`config.mk`:
```
export PLATFORM = sky130hd
export DESIGN_NAME = audio_mix_top
export DESIGN_NICKNAME = d
export VERILOG_FILES = /design/src/verilog/audio_mix_pkg.sv /design/src/verilog/audio_mix_top.sv /design/src/verilog/volume_scale.sv /design/src/verilog/psg_fm_sum.sv /design/src/verilog/linear_interp.sv /design/src/verilog/sample_capture.sv
export SDC_FILE = /design/constraint.sdc
export NUM_CORES = 1
export LEC_CHECK = 0
export BUFFER_PORTS_ARGS = -buffer_cell sky130_fd_sc_hd__buf_2
export CAP_MARGIN = 20
export CORE_AREA = 2 2 196 198
export DETAILED_ROUTE_END_ITERATION = 10
export DIE_AREA = 0 0 198 200
export GPL_TIMING_DRIVEN = 0
export HOLD_SLACK_MARGIN = 0.12
export PLACE_DENSITY = 0.82
export SLEW_MARGIN = 20
export SYNTH_ARGS = -nofsm -noshare
export SYNTH_HDL_FRONTEND = slang
export SYNTH_SLANG_ARGS = --single-unit
```
`constraint.sdc`:
```
create_clock -name clk -period 3.26 [get_ports clk]
set_clock_uncertainty 0.05 [all_clocks]
set_input_delay 0.652 -clock clk [delete_from_list [all_inputs] [get_ports clk]]
set_output_delay 0.652 -clock clk [all_outputs]
set_load 0.01 [all_outputs]
```
`src/verilog/audio_mix_pkg.sv`:
```
// sample types, interpolation ratios and step lengths, frame and PSG attenuation constants
package audio_mix_pkg;

	// one FM channel sample as delivered by the operator accumulator
	typedef logic signed [8:0] fm_t;

	// PSG stream entering interpolation
	// the upper 9 bits of the gated level sit under a zero sign bit
	typedef logic signed [9:0] psg_t;

	// FM channel after the first interpolator, carrying its gain of 6
	typedef logic signed [11:0] fm6_t;

	// PSG after the first interpolator, gain of 6 on a 10-bit input
	typedef logic signed [12:0] psg6_t;

	// FM plus attenuated PSG, one bit of headroom over fm6_t
	typedef logic signed [12:0] mix_t;

	// mixed channel after the second interpolator, gain of 4
	typedef logic signed [14:0] mix4_t;

	// volume-scaled value; the largest left shift of 5 just fits
	typedef logic signed [19:0] amp_t;

	// final output sample, taken from the top of amp_t
	typedef logic signed [15:0] out_t;

	// the first interpolation stage gives 6 outputs per input at 8-cycle spacing
	localparam int RATIO_FIRST = 6;
	localparam int STEP_FIRST = 8;

	// the second interpolation stage gives 4 outputs per input at 2-cycle spacing
	localparam int RATIO_SECOND = 4;
	localparam int STEP_SECOND = 2;

	// shortest spacing of input strobes equals ratio times step of either stage
	localparam int FRAME_CYCLES = 48;

	// the PSG is brought down by a factor of 4 before it joins the FM channels
	localparam int PSG_ATT_SHIFT = 2;

endpackage
```
`src/verilog/audio_mix_top.sv`:
```
// top level of the mixer: capture, interpolate by 6, PSG sum, interpolate by 4, volume
`timescale 1ns/1ns

module audio_mix_top (
	input  logic                clk,
	input  logic                rst_n,
	input  logic                sample,
	input  logic [2:0]          volume,
	input  audio_mix_pkg::fm_t  left_in,
	input  audio_mix_pkg::fm_t  right_in,
	input  logic [11:0]         psg,
	input  logic                enable_psg,
	output audio_mix_pkg::out_t left_out,
	output audio_mix_pkg::out_t right_out,
	output logic                sample_out
);
	import audio_mix_pkg::*;

	fm_t cap_left;
	fm_t cap_right;
	psg_t cap_psg;
	logic cap_strobe;

	fm6_t fm6_left;
	fm6_t fm6_right;
	psg6_t psg6;
	logic fm6_strobe;

	mix_t mix_left;
	mix_t mix_right;
	logic mix_strobe;

	mix4_t mix4_left;
	mix4_t mix4_right;
	logic mix4_strobe;

	sample_capture i_capture (
		.clk        (clk),
		.rst_n      (rst_n),
		.sample     (sample),
		.left_in    (left_in),
		.right_in   (right_in),
		.psg        (psg),
		.enable_psg (enable_psg),
		.cap_left   (cap_left),
		.cap_right  (cap_right),
		.cap_psg    (cap_psg),
		.cap_strobe (cap_strobe)
	);

	// first stage raises the rate by 6 on the FM pair and the PSG
	// all three run in lockstep, so only the left strobe is taken
	linear_interp #(
		.in_t  (fm_t),
		.out_t (fm6_t),
		.RATIO (RATIO_FIRST),
		.STEP  (STEP_FIRST)
	) i_interp6_left (
		.clk        (clk),
		.rst_n      (rst_n),
		.in_strobe  (cap_strobe),
		.in_value   (cap_left),
		.out_value  (fm6_left),
		.out_strobe (fm6_strobe)
	);

	linear_interp #(
		.in_t  (fm_t),
		.out_t (fm6_t),
		.RATIO (RATIO_FIRST),
		.STEP  (STEP_FIRST)
	) i_interp6_right (
		.clk        (clk),
		.rst_n      (rst_n),
		.in_strobe  (cap_strobe),
		.in_value   (cap_right),
		.out_value  (fm6_right),
		.out_strobe ()
	);

	linear_interp #(
		.in_t  (psg_t),
		.out_t (psg6_t),
		.RATIO (RATIO_FIRST),
		.STEP  (STEP_FIRST)
	) i_interp6_psg (
		.clk        (clk),
		.rst_n      (rst_n),
		.in_strobe  (cap_strobe),
		.in_value   (cap_psg),
		.out_value  (psg6),
		.out_strobe ()
	);

	psg_fm_sum i_sum (
		.clk        (clk),
		.rst_n      (rst_n),
		.fm_strobe  (fm6_strobe),
		.fm_left    (fm6_left),
		.fm_right   (fm6_right),
		.psg_value  (psg6),
		.mix_left   (mix_left),
		.mix_right  (mix_right),
		.mix_strobe (mix_strobe)
	);

	// second stage raises the rate by 4 on the mixed pair
	// each burst of 4 ends well before the next mixed sample
	linear_interp #(
		.in_t  (mix_t),
		.out_t (mix4_t),
		.RATIO (RATIO_SECOND),
		.STEP  (STEP_SECOND)
	) i_interp4_left (
		.clk        (clk),
		.rst_n      (rst_n),
		.in_strobe  (mix_strobe),
		.in_value   (mix_left),
		.out_value  (mix4_left),
		.out_strobe (mix4_strobe)
	);

	linear_interp #(
		.in_t  (mix_t),
		.out_t (mix4_t),
		.RATIO (RATIO_SECOND),
		.STEP  (STEP_SECOND)
	) i_interp4_right (
		.clk        (clk),
		.rst_n      (rst_n),
		.in_strobe  (mix_strobe),
		.in_value   (mix_right),
		.out_value  (mix4_right),
		.out_strobe ()
	);

	volume_scale i_volume (
		.clk        (clk),
		.rst_n      (rst_n),
		.volume     (volume),
		.in_strobe  (mix4_strobe),
		.in_left    (mix4_left),
		.in_right   (mix4_right),
		.left_out   (left_out),
		.right_out  (right_out),
		.sample_out (sample_out)
	);

endmodule

```
`src/verilog/volume_scale.sv`:
```
// output stage that applies the 3-bit volume shift and selects the 16 output bits
`timescale 1ns/1ns

module volume_scale (
	input  logic                 clk,
	input  logic                 rst_n,
	input  logic [2:0]           volume,
	input  logic                 in_strobe,
	input  audio_mix_pkg::mix4_t in_left,
	input  audio_mix_pkg::mix4_t in_right,
	output audio_mix_pkg::out_t  left_out,
	output audio_mix_pkg::out_t  right_out,
	output logic                 sample_out
);
	import audio_mix_pkg::*;

	amp_t amp_left;
	amp_t amp_right;

	// eight-step shift table, two steps below unity and five above
	function automatic amp_t scale(input mix4_t value, input logic [2:0] level);
		amp_t wide;
		wide = amp_t'(value);
		case (level)
			3'd7: scale = wide <<< 5;
			3'd6: scale = wide <<< 4;
			3'd5: scale = wide <<< 3;
			3'd4: scale = wide <<< 2;
			3'd3: scale = wide <<< 1;
			3'd2: scale = wide;
			3'd1: scale = wide >>> 1;
			default: scale = wide >>> 2;
		endcase
	endfunction

	// volume is live, so a change takes effect on the very next output
	assign amp_left = scale(in_left, volume);
	assign amp_right = scale(in_right, volume);

	always_ff @(posedge clk or negedge rst_n) begin
		if (!rst_n) begin
			left_out <= '0;
			right_out <= '0;
			sample_out <= 1'b0;
		end else begin
			sample_out <= in_strobe;
			// the low 4 bits of the scaled value are dropped
			if (in_strobe) begin
				left_out <= amp_left[19:4];
				right_out <= amp_right[19:4];
			end
		end
	end

endmodule

```
`src/verilog/psg_fm_sum.sv`:
```
// adder stage that mixes the attenuated PSG into both interpolated FM channels
`timescale 1ns/1ns

module psg_fm_sum (
	input  logic                 clk,
	input  logic                 rst_n,
	input  logic                 fm_strobe,
	input  audio_mix_pkg::fm6_t  fm_left,
	input  audio_mix_pkg::fm6_t  fm_right,
	input  audio_mix_pkg::psg6_t psg_value,
	output audio_mix_pkg::mix_t  mix_left,
	output audio_mix_pkg::mix_t  mix_right,
	output logic                 mix_strobe
);
	import audio_mix_pkg::*;

	// PSG after attenuation, same scale as the FM channels
	psg6_t psg_att;

	// arithmetic shift, although the PSG stream never goes negative
	assign psg_att = psg_value >>> PSG_ATT_SHIFT;

	always_ff @(posedge clk or negedge rst_n) begin
		if (!rst_n) begin
			mix_left <= '0;
			mix_right <= '0;
			mix_strobe <= 1'b0;
		end else begin
			mix_strobe <= fm_strobe;
			// the PSG strobe matches the FM strobe, so one strobe times both sums
			if (fm_strobe) begin
				// FM is sign-extended by one bit before the add
				mix_left <= mix_t'(fm_left) + mix_t'(psg_att);
				mix_right <= mix_t'(fm_right) + mix_t'(psg_att);
			end
		end
	end

	// the widest sum is 1530 + 766, well inside 13 signed bits
	// the most negative is the bare FM minimum of -1536

endmodule

```
`src/verilog/linear_interp.sv`:
```
// single-channel linear interpolator with parameterized sample types, ratio and output step
`timescale 1ns/1ns

module linear_interp #(
	parameter type in_t = audio_mix_pkg::fm_t,
	parameter type out_t = audio_mix_pkg::fm6_t,
	parameter int  RATIO = audio_mix_pkg::RATIO_FIRST,
	parameter int  STEP = audio_mix_pkg::STEP_FIRST
) (
	input  logic clk,
	input  logic rst_n,
	input  logic in_strobe,
	input  in_t  in_value,
	output out_t out_value,
	output logic out_strobe
);
	// phase holds the outputs still owed in the current burst
	localparam int PHASE_W = $clog2(RATIO + 1);
	// count holds the cycles left until the next output of the burst
	localparam int COUNT_W = $clog2(STEP + 1);

	// previous input P, zero after reset
	in_t prev;
	// increment N-P, added once per output after the first
	out_t delta;
	logic [PHASE_W-1:0] phase;
	logic [COUNT_W-1:0] count;
	logic step_due;

	// a further output is due when outputs remain and the step has run out
	assign step_due = (phase != '0) && (count == '0);

	always_ff @(posedge clk or negedge rst_n) begin
		if (!rst_n) begin
			prev <= '0;
			delta <= '0;
			out_value <= '0;
			phase <= '0;
			count <= '0;
			out_strobe <= 1'b0;
		end else if (in_strobe) begin
			// output 0 is R*P, so the burst starts at the previous sample
			// the result carries a gain of R, which the wider out_t absorbs
			out_value <= out_t'(RATIO) * out_t'(prev);
			// difference taken at output width so that N-P cannot overflow
			delta <= out_t'(in_value) - out_t'(prev);
			prev <= in_value;
			phase <= PHASE_W'(RATIO - 1);
			count <= COUNT_W'(STEP - 1);
			out_strobe <= 1'b1;
		end else if (step_due) begin
			// output k equals R*P + k*(N-P), built up one delta at a time
			out_value <= out_value + delta;
			phase <= phase - 1'b1;
			count <= COUNT_W'(STEP - 1);
			out_strobe <= 1'b1;
		end else begin
			out_strobe <= 1'b0;
			// count keeps running down between outputs of the burst
			if (count != '0) begin
				count <= count - 1'b1;
			end
		end
	end

	// the running sum never wraps because every output is a weighted mean of P and N
	// times R, and out_t is sized for that range by the caller

	// a new input strobe restarts the burst, so the caller spaces strobes
	// at least RATIO*STEP cycles apart

endmodule

```
`src/verilog/sample_capture.sv`:
```
// input register stage for the FM pair and the gated PSG level
`timescale 1ns/1ns

module sample_capture (
	input  logic                clk,
	input  logic                rst_n,
	input  logic                sample,
	input  audio_mix_pkg::fm_t  left_in,
	input  audio_mix_pkg::fm_t  right_in,
	input  logic [11:0]         psg,
	input  logic                enable_psg,
	output audio_mix_pkg::fm_t  cap_left,
	output audio_mix_pkg::fm_t  cap_right,
	output audio_mix_pkg::psg_t cap_psg,
	output logic                cap_strobe
);
	import audio_mix_pkg::*;

	// the PSG level is unsigned, so it enters the signed chain with a zero sign bit
	// only its upper 9 bits are kept
	psg_t psg_gated;

	// a silenced PSG contributes nothing to the mix
	assign psg_gated = enable_psg ? psg_t'({1'b0, psg[11:3]}) : '0;

	always_ff @(posedge clk or negedge rst_n) begin
		if (!rst_n) begin
			cap_left <= '0;
			cap_right <= '0;
			cap_psg <= '0;
			cap_strobe <= 1'b0;
		end else begin
			// one-cycle strobe marks the newly held frame
			cap_strobe <= sample;
			// values are held between strobes, the interpolators read them only once
			if (sample) begin
				cap_left <= left_in;
				cap_right <= right_in;
				cap_psg <= psg_gated;
			end
		end
	end

endmodule

```
# Yosys cells after proc, flatten, opt, wreduce, memory -nomap -nowiden
# Index checks and enable logic that the tools add are counted.
[totals]
regBits = 308
word_cells = 141
inputBits = 37
[classes]
multipliers = 3
reduce_logical = 30
muxes = 42
n_addsub = 22
eq_ne = 7
[op_table]
columns = ["operator", "count"]
rows = [
  ["19-bit one-hot mux with 7 select lines", 2],
  ["15-bit 2-to-1 mux", 4],
  ["12-bit 2-to-1 mux", 4],
  ["4-bit 2-to-1 mux", 9],
  ["15-bit adder", 2],
  ["3-bit 2-to-1 mux", 10],
  ["3-bit nonzero test", 10],
  ["9-bit by 9-bit subtractor with 10-bit output", 3],
  ["13-bit by 13-bit subtractor with 14-bit output", 2],
  ["12-bit by 11-bit adder with 13-bit output", 2],
  ["13-bit 2-to-1 mux", 2],
  ["12-bit adder", 2],
  ["3-bit by 9-bit multiplier with 11-bit output, first input constant", 2],
  ["3-bit by 1-bit subtractor with 3-bit output, second input constant", 5],
  ["2-bit nonzero test", 7],
  ["13-bit adder", 1],
  ["3-bit equality test, second input constant", 4],
  ["4-bit zero test", 3],
  ["2-bit 2-to-1 mux", 6],
  ["4-bit nonzero test", 3],
  ["4-bit by 1-bit subtractor with 4-bit output, second input constant", 3],
  ["2-bit by 9-bit multiplier with 11-bit output, first input constant", 1],
  ["9-bit 2-to-1 mux", 1],
  ["3-bit by 2-bit equality test with 1-bit output, second input constant", 2],
  ["5 further kinds", 14],
]

# Longest topological paths before layout
# Gate-level depths: netlist of the first run.
[logic_depth]
ltp_word = 4
mapped_depth = 11
depth_no_buf = 11

# Hierarchy
# From an unflattened synthesis of the first run, not the netlist that was laid out.
[unflattened]
hier_cells = 2342
area_unflattened_um2 = 21490.6
[by_module_without_submodules]
columns = ["module", "seq_area_each_um2", "area_per_inst_um2", "instances", "cells_per_inst"]
rows = [
  ["linear_interp at i_interp4_left", 1201.2, 3286.9, 1, 368],
  ["linear_interp at i_interp6_psg", 1051.0, 3201.8, 1, 353],
  ["linear_interp at i_interp4_right", 1201.2, 3126.7, 1, 342],
  ["linear_interp at i_interp6_right", 975.9, 2960.3, 1, 337],
  ["volume_scale", 825.8, 2906.5, 1, 356],
  ["linear_interp at i_interp6_left", 975.9, 2816.5, 1, 306],
  ["psg_fm_sum", 675.6, 2057.0, 1, 200],
  ["sample_capture", 700.7, 1134.8, 1, 80],
]

# Worst setup path after synthesis of the first run
# No wires, ideal clock.
[synth_timing]
path_kind = "reg2reg"
from = "register i_interp4_right.out_value[0]"
to = "register i_interp4_right.out_value[12]"
path_stages_with_launch = 10
period_less_slack_ns = 2.543
arrival_time_ns = 2.352
slack_ns = 0.717
required_ns = 3.069
setup_ns = 0.141
path_cell_list = "dfrtp_1 > ha_1 > fa_1 > a211o_1 > a21o_1 > a21oi_2 > a31oi_1 > a221oi_2 > xor2_1 > o221ai_1"
[synth_via]
elab_chain_len = 3
[synth_lines]
columns = ["element", "line_no", "source"]
rows = [
  ["start: declaration", "linear_interp.sv:14", "output out_t out_value,"],
  ["start signal: assignment", "linear_interp.sv:44", "out_value <= out_t'(RATIO) * out_t'(prev);"],
  ["start signal: assignment", "linear_interp.sv:53", "out_value <= out_value + delta;"],
  ["15-bit adder", "linear_interp.sv:53", ""],
  ["15-bit 2-to-1 mux", "linear_interp.sv:51", "end else if (step_due) begin"],
  ["15-bit 2-to-1 mux", "linear_interp.sv:41", "end else if (in_strobe) begin"],
]
# No other way between the ends. The select of a mux whose other input is x is not followed.
# A chain may end at the register's enable or synchronous reset.

# Final worst setup path of the first run
[layout_timing]
from = "register i_sum.mix_right[0]"
to = "register i_interp4_right.delta[12]"
[layout_via]
elab_chain_len = 1
[layout_lines]
columns = ["element", "line_no", "source"]
rows = [
  ["start: declaration", "psg_fm_sum.sv:12", "output audio_mix_pkg::mix_t mix_right,"],
  ["start signal: assignment", "psg_fm_sum.sv:34", "mix_right <= mix_t'(fm_right) + mix_t'(psg_att);"],
  ["13-bit by 13-bit subtractor with 14-bit output", "linear_interp.sv:46", "delta <= out_t'(in_value) - out_t'(prev);"],
  ["end signal: assignment", "linear_interp.sv:46", ""],
  ["end: declaration", "linear_interp.sv:25", "out_t delta;"],
]
# No other way between the ends.

==> results of run 1 <==
cells in the final DEF, fill, tap and decap left out, types with 11 or more instances in the layout:
master,count
nor3_1,53
o21a_1,28
a21o_1,47
nand3_1,40
a22oi_1,12
fa_1,15
a21boi_0,14
or3_1,23
nand2b_1,22
mux2_2,70
and3_1,11
clkbuf_16,37
dfrtp_1,299
buf_2,66
ha_1,192
mux2i_1,23
o21ai_0,209
o211ai_1,35
a211oi_1,25
a31oi_1,23
clkbuf_1,85
nor2b_1,42
buf_1,19
nor2_1,144
a21oi_1,185
xor2_1,28
inv_1,177
xnor2_1,72
nand2_1,218
worst max-delay path: stages, from the launching register on:
cell and delay (ns):
dfrtp_1 0.37, inv_1 0.08, ha_1 0.18, inv_1 0.06
fa_1 0.41, a21oi_1 0.21, o21ai_0 0.20, o41ai_1 0.47
a2bb2oi_1 0.29, a21oi_1 0.12, xor2_1 0.15, mux2_2 0.26
final cells by class:
| type | instances | area share |
|---|---|---|
| clock inverter | 17 | 0.01102 |
| clock buffer | 48 | 0.04501 |
| timing repair buffer | 67 | 0.01849 |
| buffer | 102 | 0.01716 |
| multi-input combinational | 1691 | 0.5194 |
| tap | 511 | 0.02829 |
| sequential | 299 | 0.3310 |
| inverter | 178 | 0.02956 |
cells in the mapped netlist, types with 28 or more instances:
library cell,count
clkbuf_1,79
ha_1,192
nand2_1,218
o211ai_1,35
mux2_2,70
nor2b_1,42
o21ai_0,209
inv_1,177
nor3_1,53
nor2_1,144
dfrtp_1,299
o21a_1,28
xnor2_1,72
a21oi_1,185
nand3_1,40
xor2_1,28
a21o_1,47
sequential cells by signal, indices dropped and copies added, names as in the netlist, 10 cells and up:
register	flops
i_volume.left_out	16
i_volume.right_out	16
i_interp4_left.out_value	15
i_interp4_right.out_value	15
i_interp4_left.delta	14
i_interp4_right.delta	14
i_interp4_left.prev	13
i_interp4_right.prev	13
i_interp6_psg.out_value	13
i_sum.mix_left	13
i_sum.mix_right	13
i_interp6_left.out_value	12
i_interp6_right.out_value	12
i_interp6_left.delta	10
i_interp6_psg.delta	10
i_interp6_right.delta	10
kinds of logic after synthesis:
logic type               count (synthesis)  synth area share
AO/OA/AOI/OAI                          679            0.2086
XOR/XNOR                               100           0.04319
adder cells (fa/ha/maj)                207            0.1333
buffers and inverters                  280           0.05208
flip-flops                             299            0.3690
multiplexers                            95           0.05245
AND/OR/NAND/NOR                        610            0.1414
worst min path at each step:
stage,endpoint,cells after the start,slack (ns),from
CTS,i_capture.cap_strobe$_DFF_PN0_,1,0.17,sample
floorplan,i_sum.mix_strobe$_DFF_PN0_,0,0.30,i_interp6_left.out_strobe$_DFF_PN0_
global placement,i_volume.sample_out$_DFF_PN0_,0,0.31,i_interp4_left.out_strobe$_DFF_PN0_
global route,i_capture.cap_strobe$_DFF_PN0_,1,0.18,sample
finish,i_capture.cap_strobe$_DFF_PN0_,1,0.19,sample
detailed placement,i_volume.sample_out$_DFF_PN0_,0,0.31,i_interp4_left.out_strobe$_DFF_PN0_
layer usage:
layer | global-route usage | share of wire | up-vias
met3 | 0.04183 | 0.058 | 165
li1 | - | - | 8296
met1 | 0.3365 | 0.40 | 8424
met2 | 0.5099 | 0.49 | 647
met4 | 0.1431 | 0.044 | 0
met5 | 0 | 0 | -
stage by stage:
| stage | instances | setup slack [ns] | TNS [ns] | cell area [um^2] | power (uW) |
|---|---|---|---|---|---|
| floorplan | 2270 | 0.7173 | 0 | 20280 | 13010 |
| global route | 2913 | 0.01672 | 0 | 22600 | 21380 |
| CTS | 2913 | 0.3301 | 0 | 22600 | 19800 |
| detailed placement | 2847 | 0.3844 | 0 | 21330 | 15370 |
| global placement | 2844 | -4.073 | -1205.10 | 21230 | 14890 |
| finish | 2913 | 0.2918 | 0 | 22600 | 19940 |
power groups by stage:
stage / Sequential (uW) / Combinational (uW) / Clock [uW]
floorplan: 5560 / 7450 / 0
global placement: 5890 / 9000 / 0
detailed placement: 5950 / 9420 / 0
CTS: 5890 / 9540 / 4370
global route: 6040 / 10800 / 4530
finish: 5930 / 9670 / 4330
==> metrics.md, run 1 <==
| Metric | Value |
|---|---|
| Crit-path max FO | 3 |
| P_int | 11820 uW |
| Switch Pwr | 8115 uW |
| Synth area leader | dfrtp_1 |
| DRT Pass-1 Iters | 6 |
| Yosys warns | 0 |
| DPL Wire Length | 40980 um |
| Tightest Pin Transition | 0.9724 ns |
| # H-tree levels | 2 |
| Hold_ws | 0.1863 ns |
| Unrepaired setup endpoints after global routing | false |
| Synthesized area per cell | 8.933 um^2 |
| Synth top area share | 0.3690 |
| Instance count of the mapped netlist | 2270 |
| Largest net degree at the start of global routing | 98 |
| Inserted Diodes | 0 |
| Minimum clock period | 2.968 ns |
| Synth area leaders | dfrtp_1 (37%), ha_1 (12%), o21ai_0 (5.2%) |
| Setup crit start kind | flip-flop |
| Fmax | 336.9 MHz |
| Worst EP required | 3.62 ns |
| Via density | 6.019 |
| Reg2reg end | i_interp4_right.delta[12]$_DFFE_PN0P_ |
| Die Area | 39600 um^2 |
| Unique cell type count in the Yosys netlist | 76 |
| Core ar. | 37400 um^2 |
| # Post-CTS Setup Buffers | 0 |
| Post-synth ARST share | 1.000 |
| Final nets | 2619 |
| CTS tree | built |
| Die Ht | 200 um |
| Hold Buf Count CTS | 1 |
| Worst Setup EP | i_interp4_right.delta[12]$_DFFE_PN0P_ |
| I/O pin count | 70 |
| Clock network fraction of total power | 0.217 |
| Vias | 17530 |
| Critical Path AT | 3.33 ns |
| Final GP Congestion | 0.9454 |
| Share of cells above drive strength 1 | 0.09242 |
| CP endpoint kind | flip-flop |
| Die X | 198 um |
| Status | finished clean |
| Finished Core Util | 0.6043 |
| Routed length per instance | 18.92 um |
| Leakage power | 0.01031 uW |
| Worst R2R Path Depth | 11 |
| Critical path origin | i_sum.mix_right[0]$_DFFE_PN0P_ |
| Clock Sinks | 299 |
| Grt ovf | 0 |
| FP Rows | 71 |
| Deepest clock path buffer count | 3 |
| Hold Path Class | in -> reg |
| Synth Net Count | 2514 |
| # fillers | 3061 |
| Multi-input logic area | 11740 um^2 |
| Final WL | 55100 um |
| Mapped cell area | 20280 um^2 |
| Post-cts resize count | 0 |
| Comb pwr share | 0.485 |
| Flip-flop and latch count after synthesis | 299 |
| Vias in the first global route | 17910 |
| Final period utilization | 0.9105 |
| Register area | 7482 um^2 |
| Sequential area share after synthesis | 0.3690 |
| Clk pin slew, worst setup/hold paths | 0.05 ns |
| Max VDD drop | 0.0005053 V |
| Count of final hold-check violations | 0 |
| Global router's overall resource usage | 0.2854 |
| Total of max-cap violations | 0 |
| Top FF cell, synth | dfrtp_1 |
| Fin. max-slew vios | 0 |
| Seq pwr share | 0.298 |
| Antenna violations before repair | 0 |
| Final setup fails | 0 |
| Starting Density | 0.5422 |
| Number of buffers created by CTS | 36 |
| Root Buffer | clkbuf_16 |
| Post-synth EDFFs | 0 |
| FF-to-FF Start | i_sum.mix_right[0]$_DFFE_PN0P_ |
| Initial DRC count | 1279 |
| DRC | 0 |
| PwrDens | 882.2 nW/um^2 |
| Area grow syn2layout | 11.46% |
| CP Class | reg -> reg |
| Switching share of power | 0.4070 |
| Antenna Nets Post-Route | 0 |
| Worst skew pair latency | 0.55 ns |
| FF-to-FF setup slack | 0.29 ns |
| I/O Buffers | 63 |
| Relative slew slack | 0.3467 |
| First-pass GRT wire length | 90350 um |
Note: power is estimated with default switching activity, not from simulation.
==> run 2: changes to the inputs <==
--- a/config.mk
+++ b/config.mk
@@ -7,13 +7,14 @@
 export LEC_CHECK = 0
 export BUFFER_PORTS_ARGS = -buffer_cell sky130_fd_sc_hd__buf_2
 export CAP_MARGIN = 20
-export CORE_AREA = 2 2 196 198
+export CORE_AREA = 2 2 201 203
 export DETAILED_ROUTE_END_ITERATION = 10
-export DIE_AREA = 0 0 198 200
+export DIE_AREA = 0 0 203 205
 export GPL_TIMING_DRIVEN = 0
 export HOLD_SLACK_MARGIN = 0.12
 export PLACE_DENSITY = 0.82
 export SLEW_MARGIN = 20
 export SYNTH_ARGS = -nofsm -noshare
 export SYNTH_HDL_FRONTEND = slang
+export SYNTH_HIERARCHICAL = 1
 export SYNTH_SLANG_ARGS = --single-unit
==> run 2 against run 1 <==
  * Worst hold slack better by 0.0076 ns
  * Critical endpoint is now i_interp6_psg/out_value[11]$_DFFE_PN0P_
  * Die area rose by 5.1%
  * First-iteration DRC count increased by 7.6%
  * Largest cell class unchanged
  * Via count is 4.9% higher
  * Register-to-register slack lost 0.08 ns
==> metrics.md, run 2 <==
| Metric | Value |
|---|---|
| Seq pwr share | 0.302 (was 0.298) |
| Count of final hold-check violations | 0 (unchanged) |
| Antenna violations before repair | 0 (unchanged) |
| Fmax | 327.6 MHz (was 336.9 MHz) |
| Family with the most delay on the worst path | compound AO/OA/AOI/OAI gates (unchanged) |
| Worst skew pair latency | 0.56 ns (was 0.55 ns) |
| FP Rows | 73 (was 71) |
| Minimum clock period | 3.053 ns (was 2.968 ns) |
| Hold Crit Depth | 1 (unchanged) |
| Mapped cell area | 21410 um^2 (was 20280 um^2) |
| Crit-path max FO | 4 (was 3) |
| Reg2reg end | i_interp6_psg/out_value[11]$_DFFE_PN0P_ (was i_interp4_right.delta[12]$_DFFE_PN0P_) |
| Worst EP required | 3.67 ns (was 3.62 ns) |
| Max incr delay on CP | 0.43 ns (was 0.47 ns) |
| Hold Path Class | in -> reg (unchanged) |
| Routed length per instance | 19.17 um (was 18.92 um) |
| Via density | 6.140 (was 6.019) |
| Post-cts resize count | 0 (unchanged) |
| Die Ht | 205 um (was 200 um) |
| Comb pwr share | 0.505 (was 0.485) |
| P_int | 11710 uW (was 11820 uW) |
| Final period utilization | 0.9364 (was 0.9105) |
| I/O pin count | 70 (unchanged) |
| Met2 wire len | 28250 um (was 27150 um) |
| Unrepaired setup endpoints after global routing | false (unchanged) |
| # fillers | 3279 (was 3061) |
| CP Class | reg -> reg (unchanged) |
| CTS tree | built (unchanged) |
| FF-to-FF setup slack | 0.21 ns (was 0.29 ns) |
| DPL Wire Length | 42050 um (was 40980 um) |
| Die Area | 41620 um^2 (was 39600 um^2) |
| # H-tree levels | 2 (unchanged) |
| Hold path start | sample (unchanged) |
| Final GP Congestion | 0.9701 (was 0.9454) |
| Global router's overall resource usage | 0.2790 (was 0.2854) |
| Share of cells above drive strength 1 | 0.1219 (was 0.09242) |
| Vias in the first global route | 18470 (was 17910) |
| Antenna Nets Post-Route | 0 (unchanged) |
| Starting Density | 0.5438 (was 0.5422) |
| Synth Net Count | 2590 (was 2514) |
| Die X | 203 um (was 198 um) |
| CP endpoint kind | flip-flop (unchanged) |
| CP most frequent cell | ha_1 |
| Clk pin slew, worst setup/hold paths | 0.06 ns (was 0.05 ns) |
| Worst R2R Path Depth | 9 (was 11) |
| Slowest CP cell | dfrtp_1 (was o41ai_1) |
| Clock Sinks | 301 (was 299) |
| DRT Pass-1 Iters | 6 (unchanged) |
| Number of buffers created by CTS | 37 (was 36) |
| Final nets | 2697 (was 2619) |
| Largest net degree at the start of global routing | 94 (was 98) |
| Switching share of power | 0.4271 (was 0.4070) |
| Yosys warns | 6 (was 0) |
| Initial DRC count | 1376 (was 1279) |
| Largest registers | i_volume/left_out x16, i_volume/right_out x16 (was i_volume.left_out x16, i_volume.right_out x16) |
| Instance count of the mapped netlist | 2337 (was 2270) |
| Final WL | 57410 um (was 55100 um) |
| Commonest non-fill, non-tap cell in the layout | dfrtp_1 (unchanged) |
| Crit-path cells | ha_1, ha_1, fa_1, a21o_1, a21oi_1, o21ai_1, o41ai_1, mux2i_1, a311oi_1 (was inv_1, ha_1, inv_1, fa_1, a21oi_1, o21ai_0, o41ai_1, a2bb2oi_1, a21oi_1, xor2_1, mux2_2) |
| FF-to-FF Start | i_interp6_psg/prev[1]$_DFFE_PN0P_ (was i_sum.mix_right[0]$_DFFE_PN0P_) |
| Hold_ws | 0.1939 ns (was 0.1863 ns) |
| Top layer in use | met4 (unchanged) |
| Relative slew slack | 0.4432 (was 0.3467) |
| Switch Pwr | 8732 uW (was 8115 uW) |
| Grt ovf | 0 (unchanged) |
| Buf+Inv Stages, Crit Path | 0 (was 2) |
| Fin. max-slew vios | 0 (unchanged) |
| Max VDD drop | 0.0005201 V (was 0.0005053 V) |
| PwrDens | 864.8 nW/um^2 (was 882.2 nW/um^2) |
| Inserted Diodes | 0 (unchanged) |
| Setup crit start kind | flip-flop (unchanged) |
| Critical Path AT | 3.46 ns (was 3.33 ns) |
| First-pass GRT wire length | 94330 um (was 90350 um) |
| Clock network fraction of total power | 0.193 (was 0.217) |
| WL met1 | 23940 um (was 22310 um) |
| Tightest Pin Transition | 0.8288 ns (was 0.9724 ns) |
| Final setup fails | 0 (unchanged) |
| Post-route cell area | 23640 um^2 (was 22600 um^2) |
| Metal3 WL | 3274 um (was 3213 um) |
| Area grow syn2layout | 10.43% (was 11.46%) |
| Root Buffer | clkbuf_16 (unchanged) |
| Leakage power | 0.01072 uW (was 0.01031 uW) |
| Synthesized area per cell | 9.160 um^2 (was 8.933 um^2) |
| Multi-input logic area | 12690 um^2 (was 11740 um^2) |
| Post-DP Area | 22480 um^2 (was 21330 um^2) |
| I/O Buffers | 64 (was 63) |
| Vias | 18390 (was 17530) |
| Deepest clock path buffer count | 3 (unchanged) |
| Most frequent cells in the layout | dfrtp_1 (301), nand2_1 (208), ha_1 (201) (was dfrtp_1 (299), nand2_1 (218), o21ai_0 (209)) |
| Core ar. | 39370 um^2 (was 37400 um^2) |
| Total of max-cap violations | 0 (unchanged) |
| Hold Path End | i_capture/cap_strobe$_DFF_PN0_ (was i_capture.cap_strobe$_DFF_PN0_) |
| Register area | 7532 um^2 (was 7482 um^2) |
| DRC | 0 (unchanged) |
| Status | finished clean (unchanged) |
[run 2: worst max-delay path by stage]
stage | startpoint | to | slack (ns) | depth (start not counted)
5_1_grt | i_interp6_psg/prev[1]$_DFFE_PN0P_ | i_interp6_psg/out_value[11]$_DFFE_PN0P_ | 0.07 | 9
4_1_cts | i_interp6_psg/prev[1]$_DFFE_PN0P_ | i_interp6_psg/out_value[11]$_DFFE_PN0P_ | 0.26 | 9
2_1_floorplan | i_interp6_psg/prev[1]$_DFFE_PN0P_ | i_interp6_psg/out_value[11]$_DFFE_PN0P_ | 0.66 | 9
3_5_place_dp | i_interp6_psg/prev[1]$_DFFE_PN0P_ | i_interp6_psg/out_value[11]$_DFFE_PN0P_ | 0.29 | 9
6_report | i_interp6_psg/prev[1]$_DFFE_PN0P_ | i_interp6_psg/out_value[11]$_DFFE_PN0P_ | 0.21 | 9
3_3_place_gp | rst_n | i_capture/cap_psg[0]$_DFFE_PN0P_ | -4.19 | 1
[run 2: power by group through the flow]
stage / sequential (uW) / clock, uW / combinational (uW)
4_1_cts: 6140 / 4030 / 10100
5_1_grt: 6280 / 4170 / 11400
6_report: 6170 / 3940 / 10300
2_1_floorplan: 5680 / 0 / 7980
3_3_place_gp: 6140 / 0 / 9610
3_5_place_dp: 6190 / 0 / 10000
[run 2: layer usage]
layer	track usage	up-vias
li1	-	8692
met1	0.3473	8896
met2	0.4902	662
met3	0.03850	138
met4	0.1105	0
met5	0	-
[run 2: timing repair]
| action | in CTS | in global routing |
|---|---|---|
| endpoints found under the hold margin | 40 | 0 |
| setup buffers | 0 | 0 |
| hold buffers | 1 | 0 |
[run 2: worst register-to-register path: stages, from the launching register on]
cell and delay (ns):
dfrtp_1 0.43, ha_1 0.33, ha_1 0.25, fa_1 0.42, a21o_1 0.19, a21oi_1 0.22, o21ai_1 0.15, o41ai_1 0.40
mux2i_1 0.21, a311oi_1 0.31
[run 2: stage by stage]
| stage | util | total power, uW | TNS, ns | setup WS [ns] | instances |
|---|---|---|---|---|---|
| after floorplan | - | 13660 | 0 | 0.6617 | 2337 |
| after global placement | 0.5686 | 15750 | -1250.15 | -4.192 | 2926 |
| after detailed placement | 0.5710 | 16210 | 0 | 0.2877 | 2929 |
| after CTS | 0.6005 | 20310 | 0 | 0.2625 | 2995 |
| after global routing | 0.6005 | 21880 | 0 | 0.06868 | 2995 |
| final | 0.6005 | 20440 | 0 | 0.2075 | 2995 |
[run 2: area by class of cell]
| type | instances | share of cell area |
|---|---|---|
| inverters | 169 | 0.02683 |
| multi-input cells | 1764 | 0.5366 |
| well taps | 525 | 0.02779 |
| clock buffers | 48 | 0.04303 |
| repair buffers | 68 | 0.01789 |
| clock inverters | 17 | 0.005716 |
| plain buffers | 103 | 0.02350 |
| flip-flops and latches | 301 | 0.3186 |
